[config.mk]
export PLATFORM = sky130hd
export DESIGN_NAME = adder_execute_flat
export DESIGN_NICKNAME = d
export VERILOG_FILES = /design/src/design/adder_exe_if.sv /design/src/design/adder_execute.sv /design/src/flat_wrapper.sv
export VERILOG_INCLUDE_DIRS = /design/src /design/src/design
export SDC_FILE = /design/constraint.sdc
export NUM_CORES = 1
export LEC_CHECK = 0
export ABC_AREA = 1
export BUFFER_PORTS_ARGS = -buffer_cell sky130_fd_sc_hd__buf_2
export CAP_MARGIN = 10
export CORE_MARGIN = 8
export CORE_UTILIZATION = 52
export CTS_CLUSTER_SIZE = 24
export DETAILED_ROUTE_END_ITERATION = 6
export PLACE_DENSITY = 0.79
export SETUP_SLACK_MARGIN = 0.5
export SLEW_MARGIN = 20
export SYNTH_ARGS = -nofsm -noshare
export SYNTH_HDL_FRONTEND = slang
export SYNTH_SLANG_ARGS = --single-unit
[constraint.sdc]
create_clock -name CLK -period 2.95 [get_ports CLK]
set_input_delay 0 -clock CLK [delete_from_list [all_inputs] [get_ports CLK]]
set_output_delay 0 -clock CLK [all_outputs]
set_load 0.02 [all_outputs]
[src/design/adder_params.svh]
`ifndef ADDER_PARAMS_SVH
`define ADDER_PARAMS_SVH

// issue buffer entries
`define ADDER_DP 4

// integer data width
`define ADDER_XLEN 64

// architectural integer registers
`define ADDER_NREG 32

`endif

[src/design/adder_exe_if.sv]
`timescale 1ns/10ps
`include "adder_params.svh"

interface adder_exe_if;

	logic                           valid;
	logic                           fun_sub;
	logic                           is32;
	logic [$clog2(`ADDER_NREG)-1:0] rd;
	logic [`ADDER_XLEN-1:0]         op1;
	logic [`ADDER_XLEN-1:0]         op2;

	// issue register drives, adder consumes
	modport issue (output valid, fun_sub, is32, rd, op1, op2);
	modport execute (input valid, fun_sub, is32, rd, op1, op2);

endinterface

[src/design/adder_execute.sv]
`timescale 1ns/10ps
`include "adder_params.svh"

module adder_execute (
	input  logic                           CLK,
	input  logic                           reset,
	adder_exe_if.execute                   exe,
	output logic                           wb_valid,
	output logic [$clog2(`ADDER_NREG)-1:0] wb_rd,
	output logic [`ADDER_XLEN-1:0]         wb_data
);

	logic [`ADDER_XLEN-1:0] sum;
	logic [`ADDER_XLEN-1:0] result;

	assign sum = exe.fun_sub ? exe.op1 - exe.op2 : exe.op1 + exe.op2;

	// word forms keep the low half, sign-extended
	assign result = exe.is32 ? {{(`ADDER_XLEN - 32){sum[31]}}, sum[31:0]} : sum;

	always_ff @(posedge CLK) begin
		if (reset) begin
			wb_valid <= 1'b0;
		end else begin
			wb_valid <= exe.valid;
		end
	end

	always_ff @(posedge CLK) begin
		if (exe.valid) begin
			wb_rd   <= exe.rd;
			wb_data <= result;
		end
	end

endmodule

[src/flat_wrapper.sv]
// flat-port wrapper written by rule: the top's interface ports become plain ports
module adder_execute_flat 
  (CLK, reset, wb_valid, wb_rd, wb_data, exe_valid, exe_fun_sub, exe_is32, exe_rd, exe_op1, exe_op2);
  adder_exe_if exe_i ();
  input  logic CLK;
  input  logic reset;
  output logic wb_valid;
  output logic [$clog2(`ADDER_NREG)-1:0] wb_rd;
  output logic [`ADDER_XLEN-1:0] wb_data;
  input wire logic [$bits(exe_i.valid)-1:0] exe_valid;
  input wire logic [$bits(exe_i.fun_sub)-1:0] exe_fun_sub;
  input wire logic [$bits(exe_i.is32)-1:0] exe_is32;
  input wire logic [$bits(exe_i.rd)-1:0] exe_rd;
  input wire logic [$bits(exe_i.op1)-1:0] exe_op1;
  input wire logic [$bits(exe_i.op2)-1:0] exe_op2;
  assign exe_i.valid = exe_valid;
  assign exe_i.fun_sub = exe_fun_sub;
  assign exe_i.is32 = exe_is32;
  assign exe_i.rd = exe_rd;
  assign exe_i.op1 = exe_op1;
  assign exe_i.op2 = exe_op2;
  adder_execute u_core (.CLK(CLK), .reset(reset), .exe(exe_i), .wb_valid(wb_valid), .wb_rd(wb_rd), .wb_data(wb_data));
endmodule
## Word level (Yosys, flattened, before mapping)

Cells that the tools add are included.

- Add/sub/neg operators: 2
- Mux-type cells: 2

Operator list:

| operator | count |
|---|---|
| 64-bit two-way mux | 2 |
| 64-bit adder | 1 |
| 64-bit subtractor | 1 |

- Register bits: 70
- Input bits: 138
- Logic and storage cells: 7

## Logic depth before layout (Yosys ltp)

- Depth after elaboration: 3
- Gate-level depth with buffers: 26
- Depth with buffers taken out: 26

## Worst setup path before layout

OpenSTA, ideal clock, no wires.

- Path kind: input to register
- Start point: input port exe_op2[1]
- End point: register u_core.wb_data[35] (data pin)
- Library setup time: 0.256 ns
- Arrival time: 2.607 ns
- Data required time: 2.694 ns
- Slack: 0.087 ns
- Stages: 23
- Buffers on the path: 1
- Path through: inv_1 -> ha_1 -> nand2_1 -> nor2_2 -> nand2_2 -> nor2_2 -> nand3_1 -> nor2_1 -> a21oi_1 -> xnor2_1 -> ha_1 -> nand2_1 -> inv_1 -> nand2_1 -> nand2_1 -> nand2_1 -> nand2_1 -> a21oi_1 -> nand2_4 -> xor2_4 -> nand2_4 -> buf_6 -> o21ai_2

- Cells in the longest elaborated chain, start to end: 3
- Elaborated cells between the ends (all ways): 4

Ends and longest elaborated chain:

| item | RTL line | text |
|---|---|---|
| from (decl) | flat_wrapper.sv:15 | `input wire logic [$bits(exe_i.op2)-1:0] exe_op2;` |
| 64-bit adder / 64-bit subtractor (equally long branches) | adder_execute.sv:16 | `assign sum = exe.fun_sub ? exe.op1 - exe.op2 : exe.op1 + exe.op2;` |
| 64-bit two-way mux (*) | adder_execute.sv:16 |  |
| 64-bit two-way mux (*) | adder_execute.sv:19 | `` assign result = exe.is32 ? {{(`ADDER_XLEN - 32){sum[31]}}, sum[31:0]} : sum; `` |
| named net u_core.result[35] | adder_execute.sv:14 | `` logic [`ADDER_XLEN-1:0] result; `` |
| to (signal assigned) | adder_execute.sv:32 | `wb_data <= result;` |
| to (decl) | adder_execute.sv:10 | `` output logic [`ADDER_XLEN-1:0] wb_data `` |

Mark *: on every way through the listed nets, which the timed path passes. The rest lies on a longest branch.
A chain may end at the register's enable or synchronous reset.

## Worst setup path after layout

- Start point: input port exe_op2[15]
- End point: register u_core.wb_data[56] (data pin)

The elaborated chain is that of the path after synthesis.

==> impl_metrics.json <==
{
  "start_util": 0.523,
  "ant_nets": 0,
  "vias": 14800,
  "yosys_register_bits": 70,
  "antenna_found_initial": 1,
  "rsz0062_at_grt": "yes",
  "synth_top_area_frac": 0.260,
  "synth_simple_gate_area_frac": 0.441,
  "violations": "DRC, setup timing",
  "finalMaxSlewViolations": 0,
  "syn-num-nets": 2074,
  "timing.setup.critical_path_class": "input port to flip-flop",
  "hold_violations": 0,
  "numPortBuffers": 207,
  "grt_start_max_net_pins": 51,
  "slew_headroom": 0.454,
  "dieArea_um2": 24900,
  "viasPerCell": 5.59,
  "maxCapViolCount": 0,
  "avgSynthCellArea_um2": 5.59,
  "clk_pin_slew_ps": 70,
  "clock-sinks": 70,
  "grt_use_total": 0.356,
  "gr-total-overflow": 0,
  "cts-root-buf": "clkbuf_16",
  "p_leak_nw": 8.82,
  "wl_per_cell_um": 19.4,
  "cts_buffers": 9,
  "gp_congestion": 1.03,
  "ys_seq_area_frac": 0.200,
  "cp_data_required_time_ps": 3060,
  "critPathArrivalTime_ps": 3130,
  "syn_inst": 1871,
  "initialDrtViolationCount": 2026,
  "final_cell_mix": "617 x nand2_1, 386 x inv_1, 266 x buf_4",
  "synth_mux_area_frac": 0,
  "powerDensity_nw_per_um2": 410,
  "setup_viol": 9,
  "synth_xor_area_frac": 0.0755,
  "worst_setup_path_end_kind": "flip-flop",
  "fin_ws_ps": -64.2,
  "wl_um": 51200,
  "num_rows": 52,
  "synthAdderAreaFrac": 0.0785,
  "grt_pass1_wl_um": 68600,
  "status": "finished with violations",
  "hold_ws_ps": 34.5,
  "ys_warn_count": 0,
  "drtPass1Iterations": 7,
  "fin_crit_sh": 1.02,
  "ys_types": 34,
  "hold_class": "input port to flip-flop",
  "grt_pass1_vias": 13500,
  "tightest_slew_ps": 818,
  "nets": 2575,
  "yosysTopAreaCell": "nand2_1",
  "fmax_mhz": 332,
  "synth-compound-area-share": 0.0482,
  "synthToLayoutAreaGrowth_pct": 55.6,
  "final_common_cell": "nand2_1",
  "cp-start-kind": "input port",
  "coreArea_um2": 20000,
  "final.setup.tns_ps": -292,
  "drive_above_1_share": 0.389,
  "drcViolationCount": 1,
  "cts_tree": "built",
  "synthTopCellsByArea": "nand2_1 26%, edfxtp_1 20%, inv_1 15%",
  "io_pins": 208,
  "diodes": 0,
  "clk_path_buf_depth": 2,
  "layout_min_cycle_time_ps": 3010,
  "pre_cts_slack_ps": -421,
  "synth_top_family_by_area": "simple AND/OR/NAND/NOR gates",
  "dieHeight_um": 158,
  "ir_worst_vdd_mv": 0.297,
  "crit_fanout": 4,
  "dp_hpwl_um": 34900,
  "htreeDepth": 3,
  "die_w_um": 158,
  "syn_area_um2": 10500
}
[what timing repair did]
action,in CTS,in global routing
cloned,2,1
hold buffers,6,0
endpoints found under the setup margin,49,50
buffers inserted,16,7
pin swaps,94,79
hold endpoints to repair,6,0
resized for setup,280,195
[cells in the mapped netlist (all sizes together)]
cell type / number
nand2: 758
inv: 416
nor2: 220
nand3: 84
xor2: 74
edfxtp: 69
ha: 64
a21oi: 53
o21ai: 29
nor3: 23
nand4: 20
nand3b: 15
xnor2: 14
clkbuf: 8
buf: 6
o21bai: 4
a31oi: 3
nor4: 3
nor3b: 2
o31ai: 2
a21o: 1
dfxtp: 1
fa: 1
or2: 1
[final timing paths]
check                 slack (ps)                 end  depth (start not counted)         from
worst max-delay path         -60  u_core.wb_data[56]                         24  exe_op2[15]
worst min-delay path          30   u_core.wb_data[1]                          2   exe_op1[1]
[logic make-up after synthesis]
logic type	Yosys count
xor gates and xnor gates	88
buffers and inverters	430
DFF	70
AOI/OAI and AO/OA	92
adders and majority gates	65
and+or+nand+nor	1126
[state kept, by name, indices dropped and copies added, names as in the netlist]
signal           cells
u_core.wb_valid      1
u_core.wb_data      64
u_core.wb_rd         5
[per-stage QoR]
stage / utilization / cells / power (mW) / area [um^2]
floorplan: - / 1871 / 3.21 / 10500
global placement: 0.694 / 2599 / 4.48 / 13900
detailed placement: 0.694 / 2599 / 4.55 / 13900
CTS: 0.772 / 2639 / 6.04 / 15400
global route: 0.814 / 2647 / 6.91 / 16300
finish: 0.814 / 2647 / 6.67 / 16300
[final cells by class]
| cell class | count | area [um^2] |
|---|---|---|
| inverters | 416 | 1580 |
| clock buffers | 9 | 225 |
| fillers | 1317 | 3710 |
| well taps | 270 | 338 |
| clock inverters | 7 | 72.6 |
| flip-flops and latches | 70 | 2090 |
| repair buffers | 503 | 3480 |
| multi-input cells | 1372 | 8480 |
[power breakdown]
part / internal, mW / switching, mW
clock: 0.657 / 0.510
sequential: 1.36 / 0.0581
combinational: 1.57 / 2.52
total: 3.59 / 3.08
[routing by layer]
metal / track usage / routed length (um) / vias up
met5: 0 / 0 / -
met4: 0.139 / 3720 / 0
met3: 0.0579 / 6350 / 394
met2: 0.588 / 22500 / 1299
met1: 0.455 / 18700 / 6478
li1: - / - / 6635
[critical path, cell delays in order]
cell and delay (ps):
buf_2 110, buf_4 130, nor2_2 140, nand2_1 90, nor2_1 140, nand2_1 120
nor2_4 150, nor2_1 70, buf_4 140, xor2_1 140, ha_2 490, nand2_1 90
nand2_1 220, nand2_1 140, nand2_1 120, nand2_1 70, nand2_1 80, nand2_1 60
nand2_1 190, nand2_1 100, nand3b_1 90, nand2_1 70, nand3_1 100, nand2_2 50
Power figures use the tool's default switching activity.
