File: src/design/adder_params.svh
`ifndef ADDER_PARAMS_SVH
`define ADDER_PARAMS_SVH

// issue buffer entries
`define ADDER_DP 4

// integer data width
`define ADDER_XLEN 64

// architectural integer registers
`define ADDER_NREG 32

`endif

File: src/design/adder_pkg.sv
`include "adder_params.svh"

package adder_pkg;

	// add-class operations accepted by the lane
	typedef enum logic [2:0] {
		OP_LUI   = 3'd0,
		OP_AUIPC = 3'd1,
		OP_ADDI  = 3'd2,
		OP_ADDIW = 3'd3,
		OP_ADD   = 3'd4,
		OP_ADDW  = 3'd5,
		OP_SUB   = 3'd6,
		OP_SUBW  = 3'd7
	} adder_op_e;

	// one buffered instruction, imm already sign-extended
	typedef struct packed {
		adder_op_e                      op;
		logic [`ADDER_XLEN-1:0]         pc;
		logic [`ADDER_XLEN-1:0]         imm;
		logic [$clog2(`ADDER_NREG)-1:0] rd;
		logic [$clog2(`ADDER_NREG)-1:0] rs1;
		logic [$clog2(`ADDER_NREG)-1:0] rs2;
	} adder_issue_info_s;

endpackage

File: src/design/adder_exe_if.sv
`timescale 1ns/10ps
`include "adder_params.svh"

interface adder_exe_if;

	logic                           valid;
	logic                           fun_sub;
	logic                           is32;
	logic [$clog2(`ADDER_NREG)-1:0] rd;
	logic [`ADDER_XLEN-1:0]         op1;
	logic [`ADDER_XLEN-1:0]         op2;

	// issue register drives, adder consumes
	modport issue (output valid, fun_sub, is32, rd, op1, op2);
	modport execute (input valid, fun_sub, is32, rd, op1, op2);

endinterface

File: src/design/adder_issue.sv
`timescale 1ns/10ps
`include "adder_params.svh"

module adder_issue (
	input  logic                               CLK,
	input  logic                               reset,
	input  logic                               flush,
	input  logic [`ADDER_DP-1:0]               malloc,
	input  adder_pkg::adder_issue_info_s       info [`ADDER_DP],
	input  logic [`ADDER_NREG-1:0]             wb_log,
	output logic [$clog2(`ADDER_NREG)-1:0]     rs1_addr [`ADDER_DP],
	output logic [$clog2(`ADDER_NREG)-1:0]     rs2_addr [`ADDER_DP],
	input  logic [`ADDER_XLEN-1:0]             rs1_data [`ADDER_DP],
	input  logic [`ADDER_XLEN-1:0]             rs2_data [`ADDER_DP],
	output logic                               pop,
	output logic [$clog2(`ADDER_DP)-1:0]       pop_index,
	adder_exe_if.issue                         exe
);

	import adder_pkg::*;

	localparam int IW = $clog2(`ADDER_DP);

	logic [`ADDER_DP-1:0]   ready;
	logic [`ADDER_DP-1:0]   is_sub;
	logic [`ADDER_DP-1:0]   is_w;
	logic [`ADDER_XLEN-1:0] op1 [`ADDER_DP];
	logic [`ADDER_XLEN-1:0] op2 [`ADDER_DP];
	logic                   any_ready;

	for (genvar i = 0; i < `ADDER_DP; i++) begin : g_entry
		logic                   rs1_ok;
		logic                   rs2_ok;
		logic                   src_ok;
		logic [`ADDER_XLEN-1:0] opa;
		logic [`ADDER_XLEN-1:0] opb;

		assign rs1_addr[i] = info[i].rs1;
		assign rs2_addr[i] = info[i].rs2;

		// x0 always shows as written in wb_log
		assign rs1_ok = wb_log[info[i].rs1];
		assign rs2_ok = wb_log[info[i].rs2];

		always_comb begin
			src_ok = rs1_ok & rs2_ok;
			opa    = rs1_data[i];
			opb    = rs2_data[i];
			case (info[i].op)
				OP_LUI: begin
					src_ok = 1'b1;
					opa    = '0;
					opb    = info[i].imm;
				end
				OP_AUIPC: begin
					src_ok = 1'b1;
					opa    = info[i].pc;
					opb    = info[i].imm;
				end
				OP_ADDI, OP_ADDIW: begin
					src_ok = rs1_ok;
					opb    = info[i].imm;
				end
				default: ;
			endcase
		end

		assign ready[i]  = malloc[i] & src_ok;
		assign op1[i]    = opa;
		assign op2[i]    = opb;
		assign is_sub[i] = info[i].op inside {OP_SUB, OP_SUBW};
		assign is_w[i]   = info[i].op inside {OP_ADDIW, OP_ADDW, OP_SUBW};
	end

	// lowest ready entry wins
	always_comb begin
		pop_index = '0;
		any_ready = 1'b0;
		for (int i = `ADDER_DP - 1; i >= 0; i--) begin
			if (ready[i]) begin
				pop_index = IW'(i);
				any_ready = 1'b1;
			end
		end
	end

	assign pop = any_ready & ~flush;

	always_ff @(posedge CLK) begin
		if (reset || flush) begin
			exe.valid <= 1'b0;
		end else begin
			exe.valid <= pop;
		end
	end

	// execute parameters, cancelled on flush
	always_ff @(posedge CLK) begin
		if (flush) begin
			exe.fun_sub <= 1'b0;
			exe.is32    <= 1'b0;
			exe.rd      <= '0;
			exe.op1     <= '0;
			exe.op2     <= '0;
		end else if (pop) begin
			exe.fun_sub <= is_sub[pop_index];
			exe.is32    <= is_w[pop_index];
			exe.rd      <= info[pop_index].rd;
			exe.op1     <= op1[pop_index];
			exe.op2     <= op2[pop_index];
		end
	end

endmodule

File: src/flat_wrapper.sv
// flat-port wrapper written by rule: the top's interface ports become plain ports
module adder_issue_flat import adder_pkg::*;
  (CLK, reset, flush, malloc, info, wb_log, rs1_addr, rs2_addr, rs1_data, rs2_data, pop, pop_index, exe_valid, exe_fun_sub, exe_is32, exe_rd, exe_op1, exe_op2);
  adder_exe_if exe_i ();
  input  logic CLK;
  input  logic reset;
  input  logic flush;
  input  logic [`ADDER_DP-1:0] malloc;
  input  adder_pkg::adder_issue_info_s info[`ADDER_DP];
  input  logic [`ADDER_NREG-1:0] wb_log;
  output logic [$clog2(`ADDER_NREG)-1:0] rs1_addr[`ADDER_DP];
  output logic [$clog2(`ADDER_NREG)-1:0] rs2_addr[`ADDER_DP];
  input  logic [`ADDER_XLEN-1:0] rs1_data[`ADDER_DP];
  input  logic [`ADDER_XLEN-1:0] rs2_data[`ADDER_DP];
  output logic pop;
  output logic [$clog2(`ADDER_DP)-1:0] pop_index;
  output wire logic [$bits(exe_i.valid)-1:0] exe_valid;
  output wire logic [$bits(exe_i.fun_sub)-1:0] exe_fun_sub;
  output wire logic [$bits(exe_i.is32)-1:0] exe_is32;
  output wire logic [$bits(exe_i.rd)-1:0] exe_rd;
  output wire logic [$bits(exe_i.op1)-1:0] exe_op1;
  output wire logic [$bits(exe_i.op2)-1:0] exe_op2;
  assign exe_valid = exe_i.valid;
  assign exe_fun_sub = exe_i.fun_sub;
  assign exe_is32 = exe_i.is32;
  assign exe_rd = exe_i.rd;
  assign exe_op1 = exe_i.op1;
  assign exe_op2 = exe_i.op2;
  adder_issue u_core (.CLK(CLK), .reset(reset), .flush(flush), .malloc(malloc), .info(info), .wb_log(wb_log), .rs1_addr(rs1_addr), .rs2_addr(rs2_addr), .rs1_data(rs1_data), .rs2_data(rs2_data), .pop(pop), .pop_index(pop_index), .exe(exe_i));
endmodule
File: config.mk
export PLATFORM = sky130hd
export DESIGN_NAME = adder_issue_flat
export DESIGN_NICKNAME = d
export VERILOG_FILES = /design/src/design/adder_pkg.sv /design/src/design/adder_exe_if.sv /design/src/design/adder_issue.sv /design/src/flat_wrapper.sv
export VERILOG_INCLUDE_DIRS = /design/src /design/src/design
export SDC_FILE = /design/constraint.sdc
export NUM_CORES = 1
export LEC_CHECK = 0
export BUFFER_PORTS_ARGS = -buffer_cell sky130_fd_sc_hd__buf_2
export CAP_MARGIN = 30
export CORE_AREA = 2 2 514 516
export CTS_CLUSTER_SIZE = 14
export DETAILED_ROUTE_END_ITERATION = 10
export DIE_AREA = 0 0 516 518
export PLACE_DENSITY = 0.3
export RECOVER_POWER = 25
export SYNTH_ARGS = -nofsm -noshare
export SYNTH_HDL_FRONTEND = slang
export SYNTH_SLANG_ARGS = --single-unit
export TNS_END_PERCENT = 1
File: constraint.sdc
create_clock -name CLK -period 8.5 [get_ports CLK]
set_input_delay 0.425 -clock CLK [delete_from_list [all_inputs] [get_ports CLK]]
set_output_delay 0.425 -clock CLK [all_outputs]
set_load 0.05 [all_outputs]
### Yosys cells after proc, flatten, opt, wreduce, memory -nomap -nowiden

Index checks and enable logic that the tools add are counted.

* register bits after elaboration: 136
* input port bits: 1135
* output and inout port bits: 179

* $lt $le $gt $ge: 10
* eq/ne operators: 24
* muxes and demuxes: 49
* bitwise logic cells: 11
* reductions and logical operators: 25

Operators by type and width (number)
* 2-to-1 mux 64 bit: 8
* case mux 64 bit (2 select lines): 4
* binary-select mux 146 bit (select 2 bit): 1
* binary-select mux 64 bit (select 2 bit): 2
* < comparator 5 x 6 -> 1 bit, second input constant: 8
* binary-select mux 1 bit (select 5 bit): 8
* equality test 3 bit, second input constant: 12
* 2-to-1 mux 15 bit: 2
* equality test 3 x 2 -> 1 bit, second input constant: 8
* OR reduction 2 bit: 8
* OR reduction 4 bit: 4
* 2-to-1 mux 1 bit: 14
* equality test 3 x 1 -> 1 bit, second input constant: 4
* logical NOT 3 bit: 4
* nonzero test 3 bit: 4
* AND 1 bit: 9
* 2-to-1 mux 2 bit: 4
* case mux 1 bit (2 select lines): 4
* nonzero test 2 bit: 4
* binary-select mux 1 bit (select 2 bit): 2
* greater-or-equal comparator 3 bit, second input constant: 1
* < comparator 2 x 3 -> 1 bit, second input constant: 1
* inverter 2 -> 3 bit: 1
* logical OR 1 bit: 1
* inverter 1 bit: 1

### Depth between registers and ports, before layout

* depth in word-level cells: 13
* gate-level depth with buffers: 15
* mapped depth without buffers: 9

### Worst setup path after synthesis

OpenSTA, ideal clock, no wires.

* kind: input port to output port
* start: input port info[153] (netlist name)
* end: output port pop
* data arrival time: 2899 ps
* required time: 8075 ps
* slack: 5176 ps
* cell stages on the path: 10
* path buffers: 3
* path through: buf_4 buf_6 mux2i_1 a221oi_1 a31oi_1 a31oi_2 nand2b_1 clkbuf_1 nor3_1 nor2_1

* longest elaborated chain between the ends: 9

RTL lines
* start, declared: RTL line flat_wrapper.sv:9 `` input adder_pkg::adder_issue_info_s info[`ADDER_DP]; ``
* binary-select mux 1 bit (select 5 bit) *: RTL line adder_issue.sv:42 `assign rs1_ok = wb_log[info[i].rs1];`
* 2-to-1 mux 1 bit (not written as such) *: RTL line adder_issue.sv:42
* AND 1 bit: RTL line adder_issue.sv:46 `src_ok = rs1_ok & rs2_ok;`
* case mux 1 bit (2 select lines) *: RTL line adder_issue.sv:49 `case (info[i].op)`
* AND 1 bit *: RTL line adder_issue.sv:68 `assign ready[i] = malloc[i] & src_ok;`
* 2-to-1 mux 1 bit * (3 in a row): RTL line adder_issue.sv:80 `if (ready[i]) begin`
* AND 1 bit *: RTL line adder_issue.sv:87 `assign pop = any_ready & ~flush;`
* end, declared: RTL line flat_wrapper.sv:15 `output logic pop;`

Every way passes the cells marked *; elsewhere a longest branch is shown, timed or not. The select of a mux whose other input is x is not followed.

### Final worst setup path

* start: input port info[299] (netlist name)
* end: output port pop_index[0]

* longest elaborated chain between the ends: 7

RTL lines
* binary-select mux 1 bit (select 5 bit) *: RTL line adder_issue.sv:42
* 2-to-1 mux 1 bit (not written as such) *: RTL line adder_issue.sv:42
* AND 1 bit: RTL line adder_issue.sv:46
* case mux 1 bit (2 select lines) *: RTL line adder_issue.sv:49
* AND 1 bit *: RTL line adder_issue.sv:68
* 2-to-1 mux 2 bit * (2 in a row): RTL line adder_issue.sv:80
* end, declared: RTL line flat_wrapper.sv:16 `` output logic [$clog2(`ADDER_DP)-1:0] pop_index; ``

Marked as above.

==> results.py <==
metrics = {
    "logic_synthesis": {
        "synth_common_cells": "nand3_1 (306), mux2i_1 (263), a21oi_1 (245)",
        "synth_top_cell_area_share": 0.167,
        "avgSynthCellArea_sq_um": 7.70,
        "synth-main-ff-cell": "dfxtp_1",
        "yosys_warnings": 0,
        "netlist_instances": 2120,
        "syn_area_sq_um": 16300,
        "yosys-top-cells-area": "dfxtp_1 (17%), mux2i_1 (16%), nand3_1 (9.4%), a21oi_1 (7.5%), mux4_2 (5.4%)",
        "synthDistinctLibCells": 59,
        "yosysMostFrequentCell": "nand3_1",
        "ys_seq_area_frac": 0.167,
        "synth-seq-cells": 136,
        "syn_nets": 3255,
        "yosysTopAreaCell": "dfxtp_1",
        "synth-edff-count": 0,
        "ys_async_sr_fraction": 0,
    },
    "drt": {
        "drtAntennaViolNets": 0,
        "wl_per_cell_microns": 32.4,
        "vias_per_cell": 3.58,
        "drc": 0,
        "first_iter_violations": 1774,
        "dr.pass1.iters": 5,
        "wl_microns": 222000,
        "vias": 24521,
    },
    "clock_network": {
        "ctsResizeCount": 0,
        "clockBufferDepth": 2,
        "numCtsBuffers": 17,
        "cts_tree": "built",
        "clkTransAtPathRegs_ns": 0.09,
        "h-tree-depth": 4,
        "clock_latency_ns": 0.57,
        "root_buffer": "clkbuf_16",
        "clock_sinks": 136,
    },
    "sta": {
        "tightestPinTransition_ns": 1.19,
        "skew_ns": 0,
        "slew_violations": 0,
        "relSlewSlack": 0.204,
        "post-route-period-util": 0.614,
        "setup_tns_ns": 0,
        "rsz0062_at_grt": "false",
        "hold_violations": 0,
        "hold_slack_ns": 0.146,
        "fin_crit_ns": 5.22,
        "fmax_mhz": 192,
        "final-setup-viol-count": 0,
    },
    "power_and_ir_drop": {
        "irDropWorstVdd_mv": 0.181,
        "powerDensity_nw_per_um2": 149,
        "power.switching_uw": 2160,
        "swShare": 0.532,
        "p_seq_frac": 0.207,
        "p_int_uw": 1890,
        "p_leak_uw": 0.0118,
        "clkPwrFrac": 0.230,
        "comb_power_share": 0.563,
    },
    "cells_and_area": {
        "fin_cells": 6851,
        "finish.instance_area_sq_um": 27300,
        "final_nets": 4357,
        "fillers": 30979,
        "final_util": 0.104,
        "drive_gt1_frac": 0.462,
        "syn2layout_area_growth_pct": 67.0,
    },
    "grt": {
        "grt_overflow": 0,
        "grt_max_degree": 92,
        "grtUsageTotal": 0.159,
        "antenna_found_initial": 293,
        "grt_pass1_vias": 24351,
        "grt_pass1_wl_microns": 274000,
    },
    "setup_path": {
        "rr_endpoint": "u_core.exe.rd[3]$_SDFFE_PP0P_",
        "crit_arrival_ns": 4.79,
        "rr_startpoint": "u_core.exe.rd[3]$_SDFFE_PP0P_",
        "critPathSlowestCell": "clkbuf_1",
        "crit_family": "buffers and inverters",
        "endpoint_kind": "output port",
        "worst-path-buf-inv": 3,
        "reg2reg_setup_slack_ns": 7.32,
        "crit_fanout": 74,
        "worstSetupPathType": "primary input to output port",
        "path_cells": "clkbuf_1, mux2i_1, nand3b_1, o311ai_0, o2111a_1, nor4_4, o21bai_4, and2_4, buf_12, buf_2",
        "crit_required_ns": 8.08,
        "cp-start-kind": "primary input",
        "max_stage_delay_ns": 0.85,
        "cp-startpoint": "info[299]",
        "reg2reg_depth": 4,
    },
    "place": {
        "dp.cells": 6716,
        "placed_area_sq_um": 26500,
        "hpwl_microns": 189000,
        "port_buffers": 1313,
        "gp_congestion": 1.02,
    },
    "floorplan": {
        "dieArea_sq_um": 267000,
        "coreArea_sq_um": 262000,
        "initial_core_util": 0.0624,
        "fp.dieH_microns": 518,
        "rows": 188,
        "die_x_microns": 516,
        "num_io_pins": 1314,
    },
    "worst_hold_path": {
        "min_from": "info[450]",
        "holdPathStages": 2,
        "hold_path_end": "u_core.exe.rd[2]$_SDFFE_PP0P_",
        "hp-class": "primary input to flip-flop",
    },
    "run_status": {
        "status": "finished, final reports clean",
    },
    "flow_run": {
        "drv_cap": 0,
    },
}
[power by group through the flow]
stage / Clock (uW) / Sequential (uW) / Combinational [uW]
after global placement: 0 / 850 / 2300
after global routing: 1010 / 852 / 2390
after detailed placement: 0 / 850 / 2300
final: 933 / 838 / 2280
after CTS: 1010 / 838 / 2310
after floorplan: 0 / 1260 / 854
[layout make-up]
| class | count | area (sq um) | area share |
|---|---|---|---|
| Antenna cell | 101 | 253 | 0.00927 |
| Clock buffer | 19 | 433 | 0.0159 |
| Clock inverter | 13 | 154 | 0.00564 |
| Inverter | 6 | 27.5 | 0.00101 |
| Multi-Input combinational cell | 1702 | 12400 | 0.453 |
| Sequential cell | 136 | 2720 | 0.0999 |
| Tap cell | 3515 | 4400 | 0.161 |
| Timing Repair Buffer | 1359 | 6910 | 0.254 |
[timing repair]
action | in CTS | in global routing
setup endpoints to repair | 0 | 0
buffers inserted | 0 | 0
hold buffers | 1 | 0
hold endpoints to repair | 1 | 0
[stage by stage]
| stage | total power [uW] | setup WS (ns) |
|---|---|---|
| 2_1_floorplan | 2120 | 5.18 |
| 4_1_cts | 4160 | 3.42 |
| 5_1_grt | 4250 | 3.06 |
| 6_report | 4050 | 3.28 |
| 3_3_place_gp | 3150 | 3.53 |
| 3_5_place_dp | 3150 | 3.43 |
[registers in the layout, indices dropped and copies added, names as in the netlist]
signal              cells
u_core.exe.op1         64
u_core.exe.op2         64
u_core.exe.rd           5
u_core.exe.fun_sub      1
u_core.exe.is32         1
u_core.exe.valid        1
[how the worst max path moves through the flow]
stage,endpoint,slack [ns],cells after the start
5_1_grt,pop_index[1],3.06,11
3_3_place_gp,pop_index[0],3.53,11
4_1_cts,pop_index[0],3.42,11
2_1_floorplan,pop,5.18,10
3_5_place_dp,pop_index[0],3.43,11
6_report,pop_index[0],3.28,10
[cell usage in the layout (no fill, tap or decap), drive strengths merged, types with 4 or more instances in the layout]
cell type | synthesis | routed
buf | 99 | 1279
nand3 | 306 | 306
a21oi | 265 | 265
mux2i | 263 | 263
nand2 | 162 | 162
mux2 | 137 | 137
and3 | 136 | 136
dfxtp | 136 | 136
o21ai | 127 | 127
diode | 0 | 101
clkbuf | 177 | 98
a221oi | 61 | 61
o2111ai | 51 | 51
mux4 | 39 | 39
nor2 | 30 | 30
o221ai | 15 | 15
a22oi | 14 | 14
o2bb2ai | 12 | 12
nor2b | 12 | 12
nand2b | 7 | 7
a31oi | 7 | 7
inv | 5 | 7
nand3b | 6 | 6
nand4 | 5 | 5
a211oi | 5 | 5
clkinv | 1 | 5
or2 | 4 | 4
a32oi | 4 | 4
o22ai | 4 | 4
clkinvlp | 0 | 4
[worst register-to-register path, stage by stage, from the launching register on]
cell and delay (ns):
dfxtp_1 0.34, mux2_2 0.28, mux2i_1 0.12, o21ai_0 0.14
o211a_1 0.20
[cell families (layout without fill, tap and decap cells)]
logic type / Yosys count / count (layout) / synth area share
other cells: 0 / 101 / 0
mux: 439 / 439 / 0.316
compound gates: 585 / 585 / 0.227
simple gates: 678 / 678 / 0.209
flops: 136 / 136 / 0.167
buf+inv: 282 / 1397 / 0.0816
[per-layer routing]
layer | track usage | wire length [microns] | vias up
met2 | 0.252 | 99100 | 1743
met5 | 0 | 1180 | -
met1 | 0.182 | 86300 | 11729
met3 | 0.0826 | 27000 | 497
li1 | - | - | 10372
met4 | 0.0545 | 7960 | 180
Note: power is estimated with default switching activity, not from simulation.
