<file path="src/design/adder_params.svh">
`ifndef ADDER_PARAMS_SVH
`define ADDER_PARAMS_SVH

// issue buffer entries
`define ADDER_DP 4

// integer data width
`define ADDER_XLEN 64

// architectural integer registers
`define ADDER_NREG 32

`endif

</file>
<file path="src/design/adder_pkg.sv">
`include "adder_params.svh"

package adder_pkg;

	// add-class operations accepted by the lane
	typedef enum logic [2:0] {
		OP_LUI   = 3'd0,
		OP_AUIPC = 3'd1,
		OP_ADDI  = 3'd2,
		OP_ADDIW = 3'd3,
		OP_ADD   = 3'd4,
		OP_ADDW  = 3'd5,
		OP_SUB   = 3'd6,
		OP_SUBW  = 3'd7
	} adder_op_e;

	// one buffered instruction, imm already sign-extended
	typedef struct packed {
		adder_op_e                      op;
		logic [`ADDER_XLEN-1:0]         pc;
		logic [`ADDER_XLEN-1:0]         imm;
		logic [$clog2(`ADDER_NREG)-1:0] rd;
		logic [$clog2(`ADDER_NREG)-1:0] rs1;
		logic [$clog2(`ADDER_NREG)-1:0] rs2;
	} adder_issue_info_s;

endpackage

</file>
<file path="src/design/adder_buffer.sv">
`timescale 1ns/10ps
`include "adder_params.svh"

module adder_buffer (
	input  logic                             CLK,
	input  logic                             reset,
	input  logic                             flush,
	input  logic                             dispatch,
	input  adder_pkg::adder_issue_info_s     dispatch_info,
	input  logic                             pop,
	input  logic [$clog2(`ADDER_DP)-1:0]     pop_index,
	output logic [`ADDER_DP-1:0]             malloc,
	output adder_pkg::adder_issue_info_s     info [`ADDER_DP],
	output logic                             full
);

	import adder_pkg::*;

	localparam int IW = $clog2(`ADDER_DP);

	logic [IW-1:0] free_index;
	logic          accept;

	// lowest empty slot
	always_comb begin
		free_index = '0;
		for (int i = `ADDER_DP - 1; i >= 0; i--) begin
			if (!malloc[i]) begin
				free_index = IW'(i);
			end
		end
	end

	assign full = &malloc;

	// sender honours full, the check only guards the array
	assign accept = dispatch & ~full & ~flush;

	always_ff @(posedge CLK) begin
		if (reset || flush) begin
			malloc <= '0;
		end else begin
			// pop and dispatch never name the same slot
			if (pop) begin
				malloc[pop_index] <= 1'b0;
			end
			if (accept) begin
				malloc[free_index] <= 1'b1;
			end
		end
	end

	// payload only, valid bits say what is live
	always_ff @(posedge CLK) begin
		if (accept) begin
			info[free_index] <= dispatch_info;
		end
	end

endmodule

</file>
<file path="config.mk">
export PLATFORM = sky130hd
export DESIGN_NAME = adder_buffer
export DESIGN_NICKNAME = d
export VERILOG_FILES = /design/src/design/adder_pkg.sv /design/src/design/adder_buffer.sv
export VERILOG_INCLUDE_DIRS = /design/src /design/src/design
export SDC_FILE = /design/constraint.sdc
export NUM_CORES = 1
export LEC_CHECK = 0
export ABC_AREA = 1
export BUFFER_PORTS_ARGS = -buffer_cell sky130_fd_sc_hd__buf_2
export CAP_MARGIN = 20
export CORE_AREA = 2 2 286 288
export CTS_CLUSTER_SIZE = 20
export DETAILED_ROUTE_END_ITERATION = 8
export DIE_AREA = 0 0 288 290
export GPL_TIMING_DRIVEN = 0
export HOLD_SLACK_MARGIN = 0.02
export PLACE_DENSITY = 0.54
export SETUP_SLACK_MARGIN = 0.05
export SYNTH_ARGS = -nofsm -noshare
export SYNTH_HDL_FRONTEND = slang
export SYNTH_SLANG_ARGS = --single-unit
</file>
<file path="constraint.sdc">
create_clock -name CLK -period 5.5 [get_ports CLK]
set_input_delay 1.1 -clock CLK [delete_from_list [all_inputs] [get_ports CLK]]
set_output_delay 1.1 -clock CLK [all_outputs]
set_load 0.03 [all_outputs]
</file>
== Word-level counts from Yosys, hierarchy flattened ==
Cells that the tools add are included.

* Register bits: 588
* Input port bits: 153
* Output and inout port bits: 589
* Word-level logic and storage cells: 58

* Magnitude comparators: 6
* Multiplexer cells: 14
* Bitwise gates (word level): 8
* Reduce and logical (&&, ||, !) cells: 5

{| class="wikitable"
|+ Operator list
! kind !! number
|-
| $bwmux W584 || 1
|-
| $demux W146 S2 || 1
|-
| $mux W146 || 1
|-
| $mux W4 || 3
|-
| $mux W2 || 4
|-
| $lt A2 B3 Y1 const B || 2
|-
| $and A4 B4 Y4 || 1
|-
| $demux W1 S2 || 2
|-
| $ge A2 B1 Y1 const B || 2
|-
| $not A4 Y4 || 1
|-
| $or A4 B4 Y4 || 1
|-
| $reduce_and A4 Y1 || 1
|-
| $ge A3 B3 Y1 const B || 1
|-
| $logic_and A1 B1 Y1 || 3
|-
| $lt A3 B1 Y1 const B || 1
|-
| $not A2 Y3 || 1
|-
| $and A1 B1 Y1 || 2
|-
| $mux W1 || 2
|-
| $not A1 Y1 || 2
|-
| $logic_or A1 B1 Y1 || 1
|}

== Depth between registers and ports, before layout ==
Gate-level depths: netlist of the first run.

* Depth in word-level cells: 10
* Mapped depth: 5
* Mapped depth without buffers: 5

== Least setup slack after synthesis of the first run ==
No wires, ideal clock.

* Kind: input-to-reg
* Start point: input dispatch
* End point: register info[0] (netlist bit), enable pin
* Setup time: 0.499 ns
* Data arrival time: 4.197 ns
* Data required time: 5.001 ns
* Path slack: 0.805 ns
* Stages on the path: 4
* Buffers on the path: 0
* Cells stage by stage: inv_1 nor2_2 nand3_1 inv_1

* Word-level cells in the longest chain between the ends: 2

{| class="wikitable"
|+ Ends and longest elaborated chain
! what !! RTL line !! source
|-
| start: declaration || adder_buffer.sv:8 || <nowiki>input logic dispatch,</nowiki>
|-
| $and A1 B1 Y1 (2 in a row) || adder_buffer.sv:37 || <nowiki>assign accept = dispatch & ~full & ~flush;</nowiki>
|-
| end signal: indexed assignment || adder_buffer.sv:56 || <nowiki>info[free_index] <= dispatch_info;</nowiki>
|-
| end: declaration || adder_buffer.sv:13 || <nowiki>output adder_pkg::adder_issue_info_s info [`ADDER_DP],</nowiki>
|}

Every way passes these cells.
A chain may end at the register's enable or synchronous reset.

== Worst setup path in the final report of the first run ==
* Start point: register malloc[0]
* End point: output full

* Word-level cells in the longest chain between the ends: 1

{| class="wikitable"
|+ Ends and longest elaborated chain
! what !! RTL line !! source
|-
| start: declaration || adder_buffer.sv:12 || <nowiki>output logic [`ADDER_DP-1:0] malloc,</nowiki>
|-
| start signal: assignment || adder_buffer.sv:41 || <nowiki>malloc <= '0;</nowiki>
|-
| start signal: indexed assignment || adder_buffer.sv:45 || <nowiki>malloc[pop_index] <= 1'b0;</nowiki>
|-
| start signal: indexed assignment || adder_buffer.sv:48 || <nowiki>malloc[free_index] <= 1'b1;</nowiki>
|-
| $reduce_and A4 Y1 || adder_buffer.sv:34 || <nowiki>assign full = &malloc;</nowiki>
|-
| end: declaration || adder_buffer.sv:14 || <nowiki>output logic full</nowiki>
|}

Every way passes these cells.

==> results of run 1 <==
-- power groups by stage --
stage	Combinational, mW	Clock [mW]	Sequential (mW)
after floorplan	0.0222	0	5.22
after global placement	0.297	0	5.12
after detailed placement	0.311	0	5.10
after CTS	0.311	4.06	5.01
after global routing	0.325	4.24	5.01
final	0.307	3.95	5.01
-- worst max-delay path, cell delays in order, from the launching register on --
cell and delay [ns]:
dfxtp_1 0.40, nand2_2 0.10, nor2_1 0.12, buf_2 0.21
-- layer usage --
layer | track usage, % | up-vias | wire length [µm]
met3 | 3.51 | 98 | 4210
li1 | - | 4144 | -
met5 | 0 | - | 13
met4 | 3.82 | 2 | 1470
met1 | 10.5 | 4626 | 15700
met2 | 18.5 | 502 | 24000
-- layout make-up --
type	instances	share of cell area [%]
Timing Repair Buffer	745	15.4
Antenna cell	1	0.0101
Clock buffer	68	6.07
Clock inverter	41	1.66
Tap cell	1060	5.33
Multi-Input combinational cell	23	0.428
Sequential cell	588	70.9
Inverter	11	0.287
-- state kept, by name, indices dropped and copies added, names as in the netlist --
name    cells
info      584
malloc      4
-- per-stage QoR --
step	TNS (ns)	area [µm²]
floorplan	0	17800
global placement	-959.80	22800
CTS	0	24900
finish	0	24900
detailed placement	0	22900
global route	0	24900
-- worst max path at each step --
stage	start	endpoint	slack (ns)	cells after the start
after floorplan	dispatch	info[0]	0.80	4
after global placement	flush	info[80]	-1.70	4
after detailed placement	flush	info[35]	2.45	5
after CTS	malloc[0]	full	2.90	3
after global routing	malloc[0]	full	2.86	3
final	malloc[0]	full	2.97	3
-- layout by cell type (no fill, tap or decap), drive strengths merged --
master | Yosys | routed
dfxtp | 4 | 4
nand3 | 4 | 4
a21oi | 4 | 4
or2 | 1 | 1
diode | 0 | 1
edfxtp | 584 | 584
o21ai | 2 | 2
nor2 | 4 | 4
buf | 0 | 745
clkinvlp | 0 | 4
clkbuf | 0 | 68
bufinv | 0 | 8
inv | 11 | 13
nand2 | 8 | 8
clkinv | 0 | 27
-- synthesized netlist by cell type --
master	count	area (µm²)
o21ai_0	2	10.0
nor2_1	3	11.3
nand2_1	7	26.3
nand3_1	4	20.0
dfxtp_1	4	80.1
a21oi_1	4	20.0
nor2_2	1	6.26
inv_1	11	41.3
or2_1	1	6.26
nand2_2	1	6.26
edfxtp_1	584	17500
-- logic make-up (layout without fill, tap and decap cells) --
group / after synthesis / after routing
flops: 588 / 588
simple gates: 17 / 17
buf+inv: 11 / 865
compound gates: 6 / 6
other cells: 0 / 1
==> results.tsv, run 1 <==
stage	metric	value	unit
run_status	status	complete, no violations	
die	row cnt	104	
finish	sequential cell area	0.0176	mm²
place	placed insts	2427	
global_route	first-pass GRT wire length	63200	µm
power_and_ir_drop	Leak	9.34	nW
drt	Final ANT Viol Nets	0	
min_path	hold path start	malloc[0]	
sta	RSZ-0062 raised after global routing	false	
sta	Tcrit/Tclk final	46.0	%
die	Initial Util	22.2	%
power_and_ir_drop	Logic pwr share	3.3	%
setup_path	R2R cell count	5	
sta	setup violators final	0	
sta	Slew Limit Fails	0	
logic_synthesis	simple logic cell fraction of the synthesized area	0.430	%
logic_synthesis	Syn Area/Cell	28.6	µm²
die	Die X	288	µm
logic_synthesis	Cells after Synth	622	
min_path	Worst Hold End	malloc[0]	
clocking	Num CTS Buffers	58	
clocking	Root Driver	clkbuf_16	
setup_path	Critical Path Source Type	flip-flop	
clocking	CTS tree	built	
logic_synthesis	number of synthesis warnings	0	
die	core area	0.0802	mm²
global_route	Tot GR Track Use	10.1	%
setup_path	reg-to-reg slack, setup	3.35	ns
clocking	# Post-CTS Setup Buffers	0	
logic_synthesis	adder-cell share of the synthesized area	0	%
place	GPL Wtd Cong	0.791	
finish	multi-input logic area	106	µm²
global_route	grt total ovfl	0	
clocking	worst-skew pair later-pin latency	0.59	ns
sta	Hold Vio Cnt, Final	0	
min_path	hold path cells	2	
global_route	largest net degree at the start of global routing	81	
global_route	initial antenna violation count	5	
power_and_ir_drop	Switching Power	1.86	mW
setup_path	WP data arrival	1.43	ns
clocking	# hold bufs at CTS	0	
setup_path	Worst EP required	4.40	ns
logic_synthesis	Synth Net Count	775	
power_and_ir_drop	Worst VDD drop	0.247	mV
place	pre-CTS WS	2.45	ns
place	hpwl dp	31600	µm
drt	vias per std cell	3.69	
drt	total wire length	45400	µm
power_and_ir_drop	Clk network pwr share	42.6	%
sta	Slew @ Worst Pin	0.731	ns
drt	Initial DRC Count	505	
finish	Util after Layout	31.0	%
clocking	CTS sink count	588	
sta	worst hold margin	0.529	ns
finish	share of cells above drive strength 1	56.8	%
power_and_ir_drop	PwrDens	373	mW/mm²
finish	non-filler cells, final	2537	
power_and_ir_drop	total power	9.27	mW
place	IO Port Bufs	741	
power_and_ir_drop	switching share of total power	20.1	%
sta	fmax	396	MHz
logic_synthesis	Post-Synth XOR/XNOR Area	0	%
die	die area	0.0835	mm²
clocking	post-cts sizing count	0	
setup_path	Worst Setup Path Type	reg2out	
drt	TritonRoute pass-1 iters	4	
drt	via count	9372	
flow_run	max cap viols	0	
finish	fill count	7863	
drt	Routed WL per cell	17.9	µm
clocking	CTS H-Tree Depth	2	
clocking	Bufs on Longest Clock Path	3	
setup_path	crit path capture type	primary output	
finish	Nets	1580	
logic_synthesis	Synth Area in Compound Gates	0.169	%
sta	setup ws final	2.97	ns
logic_synthesis	sequential fraction of the synthesis area	99.2	%
power_and_ir_drop	Power Internal	7.41	mW
clocking	Worst-path clk slew	0.06	ns
logic_synthesis	post-synthesis mux area share	0	%
drt	Residual DRC	0	
sta	Final Critical Period	2.53	ns
setup_path	Crit Path Max Fanout	4	
setup_path	reg-to-reg endpoint	info[35]	
finish	area grow syn2layout	40.0	%
logic_synthesis	Distinct cells, synth	11	
sta	Max-slew headroom	51.2	%
logic_synthesis	synthesized area	0.0178	mm²
die	Die Ht	290	µm
die	IO Pins	742	
sta	final setup skew	0.0109	ns
setup_path	RR Startpoint	malloc[2]	
min_path	HP Class	reg2reg	
logic_synthesis	largest family of logic cells by synthesized area	simple AND/OR/NAND/NOR gates	
power_and_ir_drop	Seq pwr share	54.0	%
global_route	vias in the first global route	9580	
logic_synthesis	#FFs+latches synth	588	
Power figures use the tool's default switching activity.
==> run 2, diff against run 1 <==
- clock period: 5.5 -> 2.6 ns (I/O delays scaled with it)
==> run 2 against run 1 <==
Clock skew up 0.014 ns. Via count down 0.19%. Clock-buffer cell count up 8. Flip-flop and latch count unchanged. Critical path type is now reg2reg. Critical endpoint is now info[413]. Largest power group unchanged. Cell count grew 0.51%. Routed wire length is 1.7% higher. Cell area up 1.2%. Register-to-register slack got worse by 3.1 ns. First-iteration DRC count decreased by 1.4%.
==> results.tsv, run 2 (synthesized netlist as in run 1, its figures left out) <==
stage	metric	value	unit	change
setup_path	Critical Path Source Type	flip-flop		
run_status	status	complete, no violations		
place	placed insts	2439		+0.49%
power_and_ir_drop	Leak	9.42	nW	+0.90%
finish	area grow syn2layout	41.6	%	
global_route	first-pass GRT wire length	65300	µm	+3.3%
clocking	# Post-CTS Setup Buffers	0		unchanged
die	IO Pins	742		unchanged
drt	total wire length	46100	µm	+1.7%
sta	Slew @ Worst Pin	0.844	ns	+0.113 ns
setup_path	slowest CP cell	clkinvlp_4		
place	IO Port Bufs	741		unchanged
power_and_ir_drop	PwrDens	787	mW/mm²	+110%
clocking	post-cts sizing count	0		unchanged
finish	Most flops, register	info		
sta	Tcrit/Tclk final	89.6	%	
die	Die X	288	µm	unchanged
place	Area after DPL	0.0232	mm²	+1.1%
clocking	CTS sink count	588		unchanged
clocking	Num CTS Buffers	59		+1.7%
setup_path	RR Startpoint	malloc[1]		
power_and_ir_drop	Worst VDD drop	0.530	mV	+110%
setup_path	worst path cell trace	inv_1 -> nand2_1 -> inv_1 -> nand2_2 -> clkinvlp_4 -> buf_12 -> buf_12		
drt	Residual DRC	0		unchanged
min_path	HP Class	in2reg		
clocking	worst-skew pair later-pin latency	0.61	ns	+0.02 ns
sta	RSZ-0062 raised after global routing	false		
clocking	Bufs on Longest Clock Path	3		unchanged
sta	Max-slew headroom	43.7	%	-7.5 points
clocking	Root Driver	clkbuf_16		
drt	Routed WL per cell	18.1	µm	+1.1%
min_path	hold path start	dispatch_info[62]		
min_path	Worst Hold End	info[62]		
sta	fmax	429	MHz	
place	hpwl dp	33600	µm	+6.3%
drt	via count	9354		-0.19%
global_route	Tot GR Track Use	10.5	%	+0.38 points
finish	biggest regs	info x584, malloc x4		
sta	Final Critical Period	2.33	ns	
setup_path	reg-to-reg slack, setup	0.27	ns	-3.08 ns
finish	fill count	7817		-0.59%
finish	max reg flops	584		unchanged
finish	Util after Layout	31.4	%	+0.36 points
min_path	hold path cells	1		-1
clocking	CTS H-Tree Depth	2		unchanged
setup_path	reg-to-reg endpoint	info[413]		
global_route	largest net degree at the start of global routing	37		-54%
global_route	vias in the first global route	9667		+0.91%
drt	Initial DRC Count	498		-1.4%
setup_path	Crit Path Max Fanout	35		+31
die	Die Ht	290	µm	unchanged
die	Initial Util	22.2	%	unchanged
finish	commonest non-fill, non-tap cells in the layout	buf_2 (741), edfxtp_1 (584), clkbuf_16 (61)		
finish	most frequent standard cell in the layout excluding fill and tap cells	buf_2		
sta	final setup skew	0.0251	ns	+0.0142 ns
drt	Final ANT Viol Nets	0		unchanged
flow_run	max cap viols	0		unchanged
clocking	# hold bufs at CTS	0		unchanged
clocking	CTS tree	built		
setup_path	crit path capture type	flip-flop		
setup_path	WP data arrival	2.65	ns	+1.22 ns
setup_path	Worst Setup Path Type	reg2reg		
setup_path	Worst EP required	2.92	ns	-1.48 ns
drt	TritonRoute pass-1 iters	5		+1
drt	vias per std cell	3.67		-0.70%
global_route	initial antenna violation count	3		-2
sta	setup violators final	0		unchanged
sta	Hold Vio Cnt, Final	0		unchanged
die	core area	0.0802	mm²	unchanged
place	GPL Wtd Cong	0.762		-3.7%
finish	Finished Cell Area	0.0252	mm²	+1.2%
clocking	Worst-path clk slew	0.06	ns	about the same
finish	non-filler cells, final	2550		+0.51%
sta	Slew Limit Fails	0		unchanged
finish	share of cells above drive strength 1	57.4	%	+0.55 points
global_route	grt total ovfl	0		unchanged
setup_path	Crit path largest cell delay	0.65	ns	+0.25 ns
finish	Nets	1593		+0.82%
setup_path	R2R cell count	7		+2
die	die area	0.0835	mm²	unchanged
die	row cnt	104		unchanged
run 2: cell types whose count changed in the layout (fill, tap and decap cells not counted), sizes merged:
cell and change:
buf +12, bufinv +1, inv -6, clkinv -5, clkbuf +8, diode +1, clkinvlp +2
run 2: final cells by class:
type / count / area [µm²] / share of cell area, %
Timing Repair Buffer: 757 / 4040 / 16.0
Antenna cell: 2 / 5.00 / 0.0199
Inverter: 11 / 68.8 / 0.274
Multi-Input combinational cell: 23 / 126 / 0.502
Clock inverter: 33 / 380 / 1.51
Tap cell: 1060 / 1330 / 5.27
Sequential cell: 588 / 17600 / 70.1
Clock buffer: 76 / 1580 / 6.29
run 2: how the worst max path moves through the flow:
stage	from	end	slack [ns]
6_report	malloc[1]	info[413]	0.27
5_1_grt	malloc[1]	info[413]	0.10
4_1_cts	malloc[1]	info[415]	0.23
3_5_place_dp	dispatch	info[293]	-0.01
3_3_place_gp	dispatch	info[293]	-2.74
2_1_floorplan	dispatch	info[0]	-0.63
run 2: metal layers:
metal	up-vias	wire [µm]	track usage, %
met5	-	0	0
li1	4166	-	-
met1	4629	15900	10.8
met4	0	1450	3.88
met3	84	4600	4.09
met2	475	24200	18.9
run 2: report_power, final:
| group | switching, mW | internal, mW | total (mW) |
|---|---|---|---|
| registers | 0.0282 | 10.6 | 10.6 |
| logic | 0.494 | 0.176 | 0.670 |
| clock network | 3.38 | 5.15 | 8.53 |
run 2: per-stage QoR:
stage | power [mW] | hold WS, ns | worst slack, ns | setup TNS (ns)
global route | 20.5 | 0.0850 | 0.103 | 0
floorplan | 11.1 | 0.539 | -0.626 | -361.86
finish | 19.8 | 0.126 | 0.271 | 0
CTS | 20.0 | 0.0757 | 0.233 | 0
detailed placement | 11.5 | 0.501 | -0.0138 | -0.252
global placement | 11.4 | 0.492 | -2.74 | -1565.97
run 2: critical path: cells and delay by family (launching register included):
kind	cells	cell delay [ns]
simple gates	2	0.16
flops	1	0.36
buf+inv	5	1.44
